### src/hdl/cpu_pkg.sv
package cpu_pkg;

    localparam int DATA_W     = 32;
    localparam int NUM_REGS   = 8;
    localparam int REG_IDX_W  = 3;
    localparam int IMM_W      = 16;
    localparam int OPC_W      = 7;
    localparam int INFLIGHT_W = 4;

    // Addresses count words.
    localparam logic [DATA_W-1:0] RESET_PC = '0;

    typedef enum logic [OPC_W-1:0] {
        NOP   = 7'd0,
        ADD   = 7'd1,
        SUB   = 7'd2,
        AND   = 7'd3,
        OR    = 7'd4,
        XOR   = 7'd5,
        ADDI  = 7'd6,
        MOVI  = 7'd7,
        SFL   = 7'd8,
        LOAD  = 7'd9,
        STORE = 7'd10,
        BF    = 7'd11,
        JMP   = 7'd12,
        HALT  = 7'd13
    } opcode_e;

    typedef enum logic [1:0] {
        KIND_ALU,
        KIND_LOAD,
        KIND_STORE
    } kind_e;

    // Undefined opcodes are legal and act as NOP.
    typedef struct packed {
        logic [IMM_W-1:0]     imm;
        logic [REG_IDX_W-1:0] rd;
        logic [REG_IDX_W-1:0] rb;
        logic [REG_IDX_W-1:0] ra;
        logic [OPC_W-1:0]     opcode;
    } instr_t;

    typedef struct packed {
        logic [DATA_W-1:0] pc;
        instr_t            instr;
    } fetch_t;

    typedef struct packed {
        opcode_e              op;
        logic [REG_IDX_W-1:0] rd;
        logic [DATA_W-1:0]    a;
        logic [DATA_W-1:0]    b;
        logic                 fa;
        logic [DATA_W-1:0]    imm;
        logic                 writes_reg;
    } issue_t;

    typedef struct packed {
        kind_e                kind;
        logic                 writes_reg;
        logic [REG_IDX_W-1:0] rd;
        logic [DATA_W-1:0]    result;
        logic                 flag;
        logic [DATA_W-1:0]    store_data;
    } exec_t;

    typedef struct packed {
        logic                 valid;
        logic                 writes_reg;
        logic [REG_IDX_W-1:0] rd;
        logic [DATA_W-1:0]    value;
        logic                 flag;
    } wb_t;

endpackage

### src/hdl/cpu_top.sv
`timescale 1ns/100ps

module cpu_top (
    input  logic                        clock,
    input  logic                        rst,
    output logic                        imem_req,
    output logic [cpu_pkg::DATA_W-1:0]  imem_addr,
    input  logic                        imem_ack,
    input  logic [cpu_pkg::DATA_W-1:0]  imem_rdata,
    output logic                        dmem_req,
    output logic                        dmem_we,
    output logic [cpu_pkg::DATA_W-1:0]  dmem_addr,
    output logic [cpu_pkg::DATA_W-1:0]  dmem_wdata,
    input  logic                        dmem_ack,
    input  logic [cpu_pkg::DATA_W-1:0]  dmem_rdata,
    output logic                        halted
);
    import cpu_pkg::*;

    logic              fetch_valid;
    logic              fetch_ready;
    fetch_t            fetch_data;
    logic              dec_in_valid;
    logic              dec_in_ready;
    fetch_t            dec_in_data;
    logic              dec_out_valid;
    logic              dec_out_ready;
    issue_t            dec_out_data;
    logic              ex_in_valid;
    logic              ex_in_ready;
    issue_t            ex_in_data;
    logic              ex_out_valid;
    logic              ex_out_ready;
    exec_t             ex_out_data;
    logic              mem_in_valid;
    logic              mem_in_ready;
    exec_t             mem_in_data;
    logic              redirect;
    logic [DATA_W-1:0] redirect_pc;
    wb_t               wb;

    fetch_stage u_fetch (
        .clock, .rst, .redirect, .redirect_pc,
        .imem_req, .imem_addr, .imem_ack, .imem_rdata,
        .out_valid(fetch_valid), .out_ready(fetch_ready), .out_data(fetch_data)
    );

    // A redirect drops whatever fetch has queued.
    pipe_reg #(.payload_t(fetch_t)) fd_reg (
        .clock, .rst, .flush(redirect),
        .in_valid(fetch_valid), .in_ready(fetch_ready), .in_data(fetch_data),
        .out_valid(dec_in_valid), .out_ready(dec_in_ready), .out_data(dec_in_data)
    );

    decode_stage u_decode (
        .clock, .rst,
        .in_valid(dec_in_valid), .in_ready(dec_in_ready), .in_data(dec_in_data),
        .out_valid(dec_out_valid), .out_ready(dec_out_ready), .out_data(dec_out_data),
        .redirect, .redirect_pc, .wb, .halted
    );

    pipe_reg #(.payload_t(issue_t)) de_reg (
        .clock, .rst, .flush(1'b0),
        .in_valid(dec_out_valid), .in_ready(dec_out_ready), .in_data(dec_out_data),
        .out_valid(ex_in_valid), .out_ready(ex_in_ready), .out_data(ex_in_data)
    );

    execute_stage u_execute (
        .in_valid(ex_in_valid), .in_ready(ex_in_ready), .in_data(ex_in_data),
        .out_valid(ex_out_valid), .out_ready(ex_out_ready), .out_data(ex_out_data)
    );

    pipe_reg #(.payload_t(exec_t)) em_reg (
        .clock, .rst, .flush(1'b0),
        .in_valid(ex_out_valid), .in_ready(ex_out_ready), .in_data(ex_out_data),
        .out_valid(mem_in_valid), .out_ready(mem_in_ready), .out_data(mem_in_data)
    );

    memory_stage u_memory (
        .clock, .rst,
        .in_valid(mem_in_valid), .in_ready(mem_in_ready), .in_data(mem_in_data),
        .dmem_req, .dmem_we, .dmem_addr, .dmem_wdata, .dmem_ack, .dmem_rdata, .wb
    );

endmodule

### src/hdl/decode_stage.sv
`timescale 1ns/100ps

module decode_stage (
    input  logic                        clock,
    input  logic                        rst,
    input  logic                        in_valid,
    output logic                        in_ready,
    input  cpu_pkg::fetch_t             in_data,
    output logic                        out_valid,
    input  logic                        out_ready,
    output cpu_pkg::issue_t             out_data,
    output logic                        redirect,
    output logic [cpu_pkg::DATA_W-1:0]  redirect_pc,
    input  cpu_pkg::wb_t                wb,
    output logic                        halted
);
    import cpu_pkg::*;

    logic [DATA_W-1:0]     reg_file [NUM_REGS];
    logic [NUM_REGS-1:0]   flags;
    logic [NUM_REGS-1:0]   busy;
    logic [INFLIGHT_W-1:0] in_flight;

    instr_t            ins;
    opcode_e           op;
    logic [DATA_W-1:0] imm_ext;
    logic              is_branch;
    logic              is_halt;
    logic              hazard;
    logic              taken;
    logic              writes_reg;
    logic              issue;

    assign ins     = in_data.instr;
    assign op      = (ins.opcode <= HALT) ? opcode_e'(ins.opcode) : NOP;
    assign imm_ext = {{(DATA_W-IMM_W){ins.imm[IMM_W-1]}}, ins.imm};

    assign is_branch = (op == BF) || (op == JMP);
    assign is_halt   = (op == HALT);
    assign hazard    = busy[ins.ra] || busy[ins.rb] || busy[ins.rd];
    assign taken     = (op == JMP) || (op == BF && flags[ins.ra]);

    // HALT stays at the head of fd_reg, so nothing behind it is consumed.
    assign in_ready  = !hazard && !is_halt && (is_branch || out_ready);
    assign out_valid = in_valid && !hazard && !is_halt && !is_branch;
    assign issue     = out_valid && out_ready;

    // Not-taken BF needs no redirect.
    assign redirect    = in_valid && in_ready && taken;
    assign redirect_pc = in_data.pc + imm_ext;

    always_comb
    begin
        case (op)
            ADD, SUB, AND, OR, XOR, ADDI, MOVI, SFL, LOAD:
                writes_reg = 1'b1;
            default:
                writes_reg = 1'b0;
        endcase
    end

    always_comb
    begin
        out_data.op         = op;
        out_data.rd         = ins.rd;
        out_data.a          = reg_file[ins.ra];
        out_data.b          = reg_file[ins.rb];
        out_data.fa         = flags[ins.ra];
        out_data.imm        = imm_ext;
        out_data.writes_reg = writes_reg;
    end

    always_ff @(posedge clock)
    begin
        if (rst)
        begin
            for (int i = 0; i < NUM_REGS; i++)
                reg_file[i] <= '0;
            flags     <= '0;
            busy      <= '0;
            in_flight <= '0;
            halted    <= 1'b0;
        end
        else
        begin
            if (wb.valid && wb.writes_reg)
            begin
                reg_file[wb.rd] <= wb.value;
                flags[wb.rd]    <= wb.flag;
                busy[wb.rd]     <= 1'b0;
            end
            if (issue && writes_reg)
                busy[ins.rd] <= 1'b1;

            in_flight <= in_flight + INFLIGHT_W'(issue) - INFLIGHT_W'(wb.valid);

            // Drained once every issued instruction has retired.
            if (in_valid && is_halt && in_flight == '0)
                halted <= 1'b1;
        end
    end

endmodule

### src/hdl/execute_stage.sv
`timescale 1ns/100ps

module execute_stage (
    input  logic            in_valid,
    output logic            in_ready,
    input  cpu_pkg::issue_t in_data,
    output logic            out_valid,
    input  logic            out_ready,
    output cpu_pkg::exec_t  out_data
);
    import cpu_pkg::*;

    logic [DATA_W-1:0] opnd;
    logic [DATA_W:0]   sum;
    logic [DATA_W:0]   diff;
    logic [DATA_W-1:0] bitwise;

    assign in_ready  = out_ready;
    assign out_valid = in_valid;

    // One adder serves ADD, ADDI and the address of LOAD and STORE.
    assign opnd = (in_data.op == ADD) ? in_data.b : in_data.imm;
    assign sum  = {1'b0, in_data.a} + {1'b0, opnd};
    assign diff = {1'b0, in_data.a} - {1'b0, in_data.b};

    always_comb
    begin
        case (in_data.op)
            AND:     bitwise = in_data.a & in_data.b;
            OR:      bitwise = in_data.a | in_data.b;
            default: bitwise = in_data.a ^ in_data.b;
        endcase
    end

    always_comb
    begin
        out_data.kind       = KIND_ALU;
        out_data.writes_reg = in_data.writes_reg;
        out_data.rd         = in_data.rd;
        out_data.store_data = in_data.b;
        out_data.result     = '0;
        out_data.flag       = 1'b0;
        case (in_data.op)
            ADD, ADDI:
            begin
                out_data.result = sum[DATA_W-1:0];
                out_data.flag   = sum[DATA_W];
            end
            SUB:
            begin
                out_data.result = diff[DATA_W-1:0];
                out_data.flag   = diff[DATA_W];
            end
            AND, OR, XOR:
            begin
                out_data.result = bitwise;
                out_data.flag   = (bitwise == '0);
            end
            MOVI:
            begin
                out_data.result = in_data.imm;
                out_data.flag   = (in_data.imm == '0);
            end
            SFL:
            begin
                out_data.result = DATA_W'(in_data.fa);
                out_data.flag   = in_data.fa;
            end
            LOAD:
            begin
                out_data.kind   = KIND_LOAD;
                out_data.result = sum[DATA_W-1:0];
            end
            STORE:
            begin
                out_data.kind   = KIND_STORE;
                out_data.result = sum[DATA_W-1:0];
            end
            default:
                out_data.result = '0;
        endcase
    end

endmodule

### src/hdl/fetch_stage.sv
`timescale 1ns/100ps

module fetch_stage (
    input  logic                        clock,
    input  logic                        rst,
    input  logic                        redirect,
    input  logic [cpu_pkg::DATA_W-1:0]  redirect_pc,
    output logic                        imem_req,
    output logic [cpu_pkg::DATA_W-1:0]  imem_addr,
    input  logic                        imem_ack,
    input  logic [cpu_pkg::DATA_W-1:0]  imem_rdata,
    output logic                        out_valid,
    input  logic                        out_ready,
    output cpu_pkg::fetch_t             out_data
);
    import cpu_pkg::*;

    typedef enum logic {
        F_IDLE,
        F_REQ
    } fstate_e;

    fstate_e           state;
    logic [DATA_W-1:0] pc;
    logic              discard;
    logic              can_start;
    logic              word_done;

    // A new request waits for ack low and a free output slot.
    assign can_start = (state == F_IDLE) && !imem_ack && (!out_valid || out_ready)
                       && !redirect;
    assign word_done = (state == F_REQ) && imem_ack;
    assign imem_req  = (state == F_REQ);

    always_ff @(posedge clock)
    begin
        if (rst)
        begin
            state     <= F_IDLE;
            pc        <= RESET_PC;
            discard   <= 1'b0;
            out_valid <= 1'b0;
        end
        else
        begin
            if (can_start)
            begin
                state <= F_REQ;
                pc    <= pc + DATA_W'(1);
            end
            else if (word_done)
                state <= F_IDLE;

            if (redirect)
                pc <= redirect_pc;

            // Word of an open handshake is wrong path after a redirect.
            if (word_done)
                discard <= 1'b0;
            else if (redirect && state == F_REQ)
                discard <= 1'b1;

            if (redirect)
                out_valid <= 1'b0;
            else if (word_done && !discard)
                out_valid <= 1'b1;
            else if (out_ready)
                out_valid <= 1'b0;
        end
    end

    always_ff @(posedge clock)
    begin
        if (can_start)
            imem_addr <= pc;
        if (word_done)
        begin
            out_data.pc    <= imem_addr;
            out_data.instr <= instr_t'(imem_rdata);
        end
    end

endmodule

### src/hdl/memory_stage.sv
`timescale 1ns/100ps

module memory_stage (
    input  logic                        clock,
    input  logic                        rst,
    input  logic                        in_valid,
    output logic                        in_ready,
    input  cpu_pkg::exec_t              in_data,
    output logic                        dmem_req,
    output logic                        dmem_we,
    output logic [cpu_pkg::DATA_W-1:0]  dmem_addr,
    output logic [cpu_pkg::DATA_W-1:0]  dmem_wdata,
    input  logic                        dmem_ack,
    input  logic [cpu_pkg::DATA_W-1:0]  dmem_rdata,
    output cpu_pkg::wb_t                wb
);
    import cpu_pkg::*;

    typedef enum logic {
        M_IDLE,
        M_REQ
    } mstate_e;

    mstate_e state;
    logic    is_mem;
    logic    start;
    logic    retire;

    assign is_mem = (in_data.kind != KIND_ALU);
    assign start  = (state == M_IDLE) && in_valid && is_mem && !dmem_ack;

    // em_reg holds a load or store until its ack arrives.
    assign in_ready = ((state == M_IDLE) && !is_mem) || ((state == M_REQ) && dmem_ack);
    assign retire   = in_valid && in_ready;

    assign dmem_req   = (state == M_REQ);
    assign dmem_we    = (in_data.kind == KIND_STORE);
    assign dmem_addr  = in_data.result;
    assign dmem_wdata = in_data.store_data;

    always_ff @(posedge clock)
    begin
        if (rst)
            state <= M_IDLE;
        else if (start)
            state <= M_REQ;
        else if (state == M_REQ && dmem_ack)
            state <= M_IDLE;
    end

    always_ff @(posedge clock)
    begin
        wb.writes_reg <= in_data.writes_reg;
        wb.rd         <= in_data.rd;
        if (in_data.kind == KIND_LOAD)
        begin
            wb.value <= dmem_rdata;
            wb.flag  <= (dmem_rdata == '0);
        end
        else
        begin
            wb.value <= in_data.result;
            wb.flag  <= in_data.flag;
        end
        if (rst)
            wb.valid <= 1'b0;
        else
            wb.valid <= retire;
    end

endmodule

### src/hdl/pipe_reg.sv
`timescale 1ns/100ps

module pipe_reg #(
    parameter type payload_t = logic
) (
    input  logic     clock,
    input  logic     rst,
    input  logic     flush,
    input  logic     in_valid,
    output logic     in_ready,
    input  payload_t in_data,
    output logic     out_valid,
    input  logic     out_ready,
    output payload_t out_data
);

    // Free when empty or when the held entry leaves this cycle.
    assign in_ready = !out_valid || out_ready;

    always_ff @(posedge clock)
    begin
        if (rst || flush)
            out_valid <= 1'b0;
        else if (in_ready)
            out_valid <= in_valid;
    end

    always_ff @(posedge clock)
    begin
        if (in_valid && in_ready)
            out_data <= in_data;
    end

endmodule

### config.mk
export PLATFORM = sky130hd
export DESIGN_NAME = cpu_top
export DESIGN_NICKNAME = d
export VERILOG_FILES = /design/src/hdl/cpu_pkg.sv /design/src/hdl/cpu_top.sv /design/src/hdl/decode_stage.sv /design/src/hdl/execute_stage.sv /design/src/hdl/fetch_stage.sv /design/src/hdl/memory_stage.sv /design/src/hdl/pipe_reg.sv
export SDC_FILE = /design/constraint.sdc
export NUM_CORES = 1
export LEC_CHECK = 0
export CAP_MARGIN = 25
export CORE_ASPECT_RATIO = 0.6
export CORE_UTILIZATION = 35
export DETAILED_ROUTE_END_ITERATION = 10
export DONT_BUFFER_PORTS = 1
export GPL_TIMING_DRIVEN = 1
export PLACE_DENSITY_LB_ADDON = 0.1
export REMOVE_ABC_BUFFERS = 1
export SETUP_SLACK_MARGIN = 0.3
export SLEW_MARGIN = 15
export SYNTH_ARGS = -nofsm -noshare
export SYNTH_HDL_FRONTEND = slang
export SYNTH_SLANG_ARGS = --single-unit
export TNS_END_PERCENT = 100
### constraint.sdc
create_clock -name clock -period 9.65 [get_ports clock]
set_input_delay 0 -clock clock [delete_from_list [all_inputs] [get_ports clock]]
set_output_delay 0 -clock clock [all_outputs]
set_load 0.02 [all_outputs]
# Word level (Yosys, flattened, before mapping)
# Memories as Yosys holds them, arrays and structs flattened. A register that Yosys moved wholly into a read port is not among the register bits.
# Index checks and enable logic that the tools add are counted.
[word_totals] romBits=16 in_bits=68 out_inout_bits=100 ff_bits=357 mem_count=2 word_cells=187 mem_bits_rw=256
[op_classes] mux=40 reduce_logical=68 n_lt_le_gt_ge=7 add_sub_neg=6 eq_ne=15 n_bitwise=8
[mem_list] memory="u_decode.reg_file" depth=8 width=32 read_ports=2 rd_clocked_by_memory_dff=2 write_ports=8 line_no="decode_stage.sv:19" text="logic [DATA_W-1:0] reg_file [NUM_REGS];"
[mem_list] memory="(name not given)" depth=16 width=1 read_ports=1 rd_clocked_by_memory_dff=0 write_ports=0 line_no="decode_stage.sv:54" text="case (op)"
[ops] op="$pmux 32 s5" n=1
[ops] op="$mux 32" n=4
[ops] op="$logic_not 32->1" n=3
[ops] op="$pmux 32 s2" n=1
[ops] op="$eq 7x4->1 const B" n=6
[ops] op="$add 32x32->33" n=1
[ops] op="$mux 33" n=1
[ops] op="$sub 32x32->33" n=1
[ops] op="$add 32x1->32 const B" n=1
[ops] op="$add 32x32->32" n=1
[ops] op="$and 32x32->32" n=1
[ops] op="$or 32x32->32" n=1
[ops] op="$reduce_or 32->1" n=1
[ops] op="$xor 32x32->32" n=1
[ops] op="$logic_and 1x1->1" n=29
[ops] op="$eq 7x3->1 const B" n=4
[ops] op="$mux 8" n=3
[ops] op="$mux 1" n=19
[ops] op="$lt 3x4->1 const B" n=4
[ops] op="$eq 7x2->1 const B" n=2
[ops] op="$bmux 1 s3" n=4
[ops] op="$logic_not 1->1" n=12
[ops] op="$logic_or 1x1->1" n=11
[ops] op="$reduce_bool 2->1" n=5
[ops] op="22 further kinds" n=27

# Depth between registers and ports, before layout
[depth] depth_word=14 depth_mapped=18

# By module
# Synthesis repeated with hierarchy kept, for this count alone.
[unflattened] cells_unflattened=3078 hier_area_um2=37528.5
[by_module_without_submodules] module="decode_stage" cells_per_inst=1213 area_per_inst_um2=16555.9 n_inst=1 seq_area_each_um2=8107.8
[by_module_without_submodules] module="execute_stage" cells_per_inst=1032 area_per_inst_um2=6774.0 n_inst=1 seq_area_each_um2=0.0
[by_module_without_submodules] module="fetch_stage" cells_per_inst=346 area_per_inst_um2=4875.9 n_inst=1 seq_area_each_um2=3583.4
[by_module_without_submodules] module="pipe_reg at de_reg" cells_per_inst=113 area_per_inst_um2=3300.7 n_inst=1 seq_area_each_um2=3263.1
[by_module_without_submodules] module="pipe_reg at em_reg" cells_per_inst=76 area_per_inst_um2=2189.6 n_inst=1 seq_area_each_um2=2152.1
[by_module_without_submodules] module="pipe_reg at fd_reg" cells_per_inst=69 area_per_inst_um2=1979.4 n_inst=1 seq_area_each_um2=1941.9
[by_module_without_submodules] module="memory_stage" cells_per_inst=228 area_per_inst_um2=1849.3 n_inst=1 seq_area_each_um2=780.7
[by_module_without_submodules] module="cpu_top" cells_per_inst=1 area_per_inst_um2=3.8 n_inst=1 seq_area_each_um2=0.0

# Worst setup path after synthesis
# OpenSTA, ideal clock, no wires.
[synth_path] path_type="reg2reg" start="register fd_reg.out_data[8] (netlist bit)" end="register fd_reg.out_data[0] (netlist bit), enable pin" path_stages_with_launch=6 arrival_time_ns=4.401 n_path_buf=0 path_slack_ns=4.755 path_cell_list="edfxtp_1 > mux4_1 > mux2i_1 > nand2_1 > o31a_1 > nor2b_1"
[synth_via] elab_chain_len=9
[synth_rtl] item="start, declared" line_no="pipe_reg.sv:14" text="output payload_t out_data"
[synth_rtl] item="start signal, assigned" line_no="pipe_reg.sv:31" text="out_data <= in_data;"
[synth_rtl] item="$bmux 1 s3" line_no="decode_stage.sv:40" text="assign hazard = busy[ins.ra] || busy[ins.rb] || busy[ins.rd];"
[synth_rtl] item="$mux 1 (implied by the code)" line_no="decode_stage.sv:40"
[synth_rtl] item="$logic_or 1x1->1 (2 in a row)" line_no="decode_stage.sv:40"
[synth_rtl] item="$logic_not 1->1" line_no="decode_stage.sv:44" text="assign in_ready = !hazard && !is_halt && (is_branch || out_ready);"
[synth_rtl] item="$logic_and 1x1->1 (2 in a row)" line_no="decode_stage.sv:44"
[synth_rtl] item="$logic_or 1x1->1" line_no="pipe_reg.sv:18" text="assign in_ready = !out_valid || out_ready;"
[synth_rtl] item="$logic_and 1x1->1" line_no="pipe_reg.sv:30" text="if (in_valid && in_ready)"
# Every way passes these cells. The select of a mux whose other input is x is not followed.
# A chain may end at the register's enable or synchronous reset.

# Worst setup path in the final report
[layout_path] start="register de_reg.out_data[104] (netlist bit)" end="register em_reg.out_data[57] (netlist bit), data pin"
[layout_via] elab_chain_len=4 elab_cells_between_ends=16 classes_between="1 x add/sub; 10 x eq/ne; 3 x mux; 2 x reduce/logical"
[layout_rtl] item="start, declared" line_no="pipe_reg.sv:14"
[layout_rtl] item="start signal, assigned" line_no="pipe_reg.sv:31"
[layout_rtl] item="$eq 7x1->1" line_no="execute_stage.sv:22, execute_stage.sv:43"
[layout_rtl] item="$mux 32" line_no="execute_stage.sv:22" text="assign opnd = (in_data.op == ADD) ? in_data.b : in_data.imm;"
[layout_rtl] item="$add 32x32->33" line_no="execute_stage.sv:23" text="assign sum = {1'b0, in_data.a} + {1'b0, opnd};"
[layout_rtl] item="$pmux 32 s5 (*)" line_no="execute_stage.sv:43" text="case (in_data.op)"
[layout_rtl] item="end signal, assigned" line_no="pipe_reg.sv:31"
[layout_rtl] item="end, declared" line_no="pipe_reg.sv:14"
# Every way passes the cells marked *; elsewhere a longest branch is shown, timed or not.

==> key figures <==
Global routing
  – Met2 Track Usage GR: 0.306
  – GRT busiest layer: met1
  – Overflow after GRT: 0
  – Gr usage total: 0.217
  – Met1 Use GR: 0.335
  – Number of global-route vias before repair: ~23000
  – Antenna violations before repair: 11
  – Pin count of the biggest net entering global routing: between 60 and 70
  – Met3 Use GR: 0.0493
  – First-pass GRT wire length: ~160 mm

Route
  – Drt via density: about 5.5
  – Pre-antenna DRT Iters: 5
  – Routed Antenna Nets: 0
  – Wire length per cell: about 27 microns
  – Routed WL: 112 mm
  – DRC: 0
  – Drt first-iter violations: about 2600
  – Via count: between 20000 and 25000

Synth
  – YS warnings: 0
  – Post-Syn Area: 35300 sq um
  – Synthesized flop and latch total: roughly 680
  – Fraction of registers with async set/reset: 0
  – Post-synth top area share: 0.492
  – Register area share after synthesis: 0.547
  – Mapped Cells: roughly 2700
  – Area contributors post-synth: edfxtp_1, mux4_2, ha_1, dfxtp_1, and2_1
  – Mean post-synth cell area: ~13 sq um
  – Count leader, synth: edfxtp_1
  – EDFF count, synth: roughly 580
  – Most common flop cell mapped by yosys: edfxtp_1
  – Largest area contributor in the netlist: edfxtp_1
  – Commonest cells in the netlist: edfxtp_1, and2_1, ha_1
  – Post-synth cell types: 85

Cells and area
  – Area Overhead vs Synth: 13.7%
  – Layout Nets: ~3000
  – Non-Filler Instances: just over 4000
  – Layout cell share with drive strength beyond 1: 0.154

Worst setup path
  – Critical Path AT: around 5.2 ns
  – Critical path type: reg2reg
  – Critical Path Fanout Max: 30
  – Reg2Reg Setup Slack: between 4 and 5 ns
  – CP Capture Type: flop
  – R2R cell count: 16
  – Crit. Startpoint: de_reg.out_data[104]
  – Worst Setup EP: em_reg.out_data[57]
  – Startpoint Class: flop
  – R2r startpoint: de_reg.out_data[104]
  – FF-to-FF End: em_reg.out_data[57]
  – Critical path required time: 10.04 ns

Timing
  – Hold_ws: between 0.05 and 0.06 ns
  – Final Hold Viols: 0
  – Worst slew margin: 0.358
  – Final Max Slew Viols: 0
  – # setup viols final: 0
  – TNS Setup: 0 ns
  – Setup Skew: 0.0331 ns
  – Worst Tran Pin Value: between 0.9 and 1 ns
  – Fin crit period: between 4 and 5 ns
  – RSZ-0062 raised after global routing: no
  – F_max: a little over 200 MHz
  – Period Utilization, post-route: 0.501

Place
  – IO Port Bufs: 0
  – DP Cell Count: 3896
  – DP HPWL: around 74 mm
  – GP Congestion: between 0.9 and 1

Floorplan
  – Core footprint: ~99000 sq um
  – Die span in x: between 400 and 500 microns
  – Die area: 102000 sq um
  – Die Y-Extent: ~250 microns
  – Initial core utilization: 0.356
  – Std cell rows: slightly below 90
  – # IOs: between 150 and 200

Run
  – Max-Cap Viols: 0

Power and ir drop
  – Power per standard cell area: 160 nW/um^2
  – VDD IR max: about 120 uV
  – Leak: between 0.01 and 0.015 uW
  – Pwr Total: between 6000 and 7000 uW

Clocking
  – Clock Tree Root: clkbuf_16
  – Clock Pin Slew Worst Setup and Hold Paths: 0.07 ns
  – Total setup buffers inserted after CTS: 0
  – Gates resized, CTS repair: 0
  – CTS max path bufs: 3
  – CTS tree: yes
  – Clock sinks: 677
  – H-tree Lvls: 3
  – Worst-skew pair later-pin latency: 0.67 ns
  – CTS Buf Count: a little over 70

Worst hold path
  – Hold Crit Class: in2reg

Run status
  – Status: finished clean
-- flip-flops by register name, indices dropped and copies added (netlist names) --
name and cells:
u_memory.dmem_req 1, u_memory.wb 38, em_reg.out_data 71, u_fetch.out_data 64
u_decode.busy 8, u_decode.reg_file 256, u_fetch.imem_addr 32, u_decode.in_flight 4
de_reg.out_data 92, fd_reg.out_data 64, u_fetch.imem_req 1, u_decode.flags 8
fd_reg.out_valid 1, u_fetch.pc 32, u_decode.halted 1, u_fetch.discard 1
u_fetch.out_valid 1, de_reg.out_valid 1, em_reg.out_valid 1
-- where the power goes --
group,switching [uW],internal (uW),total [uW]
clock,1250,1630,2880
combinational,156,127,283
sequential,51.5,3230,3280
total,1450,4990,6440
-- layout make-up --
class / instances / area, sq um
clock buffers: 91 / 1910
multi-input cells: 1710 / 14600
well taps: 1319 / 1650
diodes: 5 / 12.5
clock inverters: 39 / 460
fillers: 9122 / 59000
inverters: 139 / 524
flip-flops and latches: 677 / 19300
repair buffers: 174 / 1730
-- per-layer routing --
metal,vias to the layer above,share of wire
met1,11712,0.49
met5,-,0.00022
li1,10286,-
met2,855,0.41
met4,4,0.021
met3,132,0.078
-- logic make-up (layout without fill, tap and decap cells) --
family | Yosys count | count (layout) | synth area share
xor+xnor | 113 | 113 | 0.0280
buf+inv | 335 | 443 | 0.0433
fa+ha+maj | 171 | 171 | 0.0614
mux | 242 | 242 | 0.120
flops | 677 | 677 | 0.547
simple gates | 705 | 705 | 0.108
compound gates | 476 | 476 | 0.0919
other cells | 1 | 8 | 0.000106
-- metrics by stage --
step | setup WS, ns | util | instance area, sq um
after detailed placement | 4.92 | 0.368 | 36600
after floorplan | 2.81 | - | 34300
after CTS | 4.89 | 0.404 | 40100
after global placement | 4.95 | 0.367 | 36400
final | 4.82 | 0.405 | 40200
after global routing | 4.52 | 0.405 | 40200
-- timing repair --
action | 4_1_cts | 5_1_grt
endpoints found under the setup margin | 0 | 0
hold endpoints to repair | 140 | 30
hold buffers | 118 | 2
-- worst max-delay path, cell delays in order (launching register included) --
cell      delay, ns
edfxtp_1       0.51
nor4_2         0.55
nand2_1        0.10
buf_4          0.25
nand2_1        0.10
o21ai_0        0.08
ha_1           0.24
fa_1           0.44
a21o_1         0.20
a21oi_1        0.25
o21ai_0        0.19
a21oi_1        0.57
a31o_2         0.30
a21oi_1        0.14
xor2_1         0.17
a221oi_1       0.34
o21ai_0        0.13
-- layout by cell type (no fill, tap or decap), types with 45 or more instances in the layout --
master         instances
a21o_1                45
a21oi_1              122
and2_1               266
buf_4                 46
clkbuf_16             71
dfxtp_1               98
dlygate4sd3_1        119
edfxtp_1             579
ha_1                 167
inv_1                138
mux2_2                98
mux4_2               133
nand2_1               92
nor2_1               129
o21ai_0               88
xnor2_1               58
xor2_1                55
-- worst min path at each step --
stage	from	end	slack (ns)	depth (start not counted)
5_1_grt	dmem_rdata[4]	u_memory.wb[5]	0.02	2
3_5_place_dp	dmem_ack	u_memory.dmem_req	0.08	1
3_3_place_gp	dmem_ack	u_memory.dmem_req	0.08	1
6_report	dmem_rdata[8]	u_memory.wb[9]	0.05	2
4_1_cts	dmem_rdata[4]	u_memory.wb[5]	0.005	2
2_1_floorplan	rst	u_fetch.pc[17]	0.06	1
Note: power is estimated with default switching activity, not from simulation.
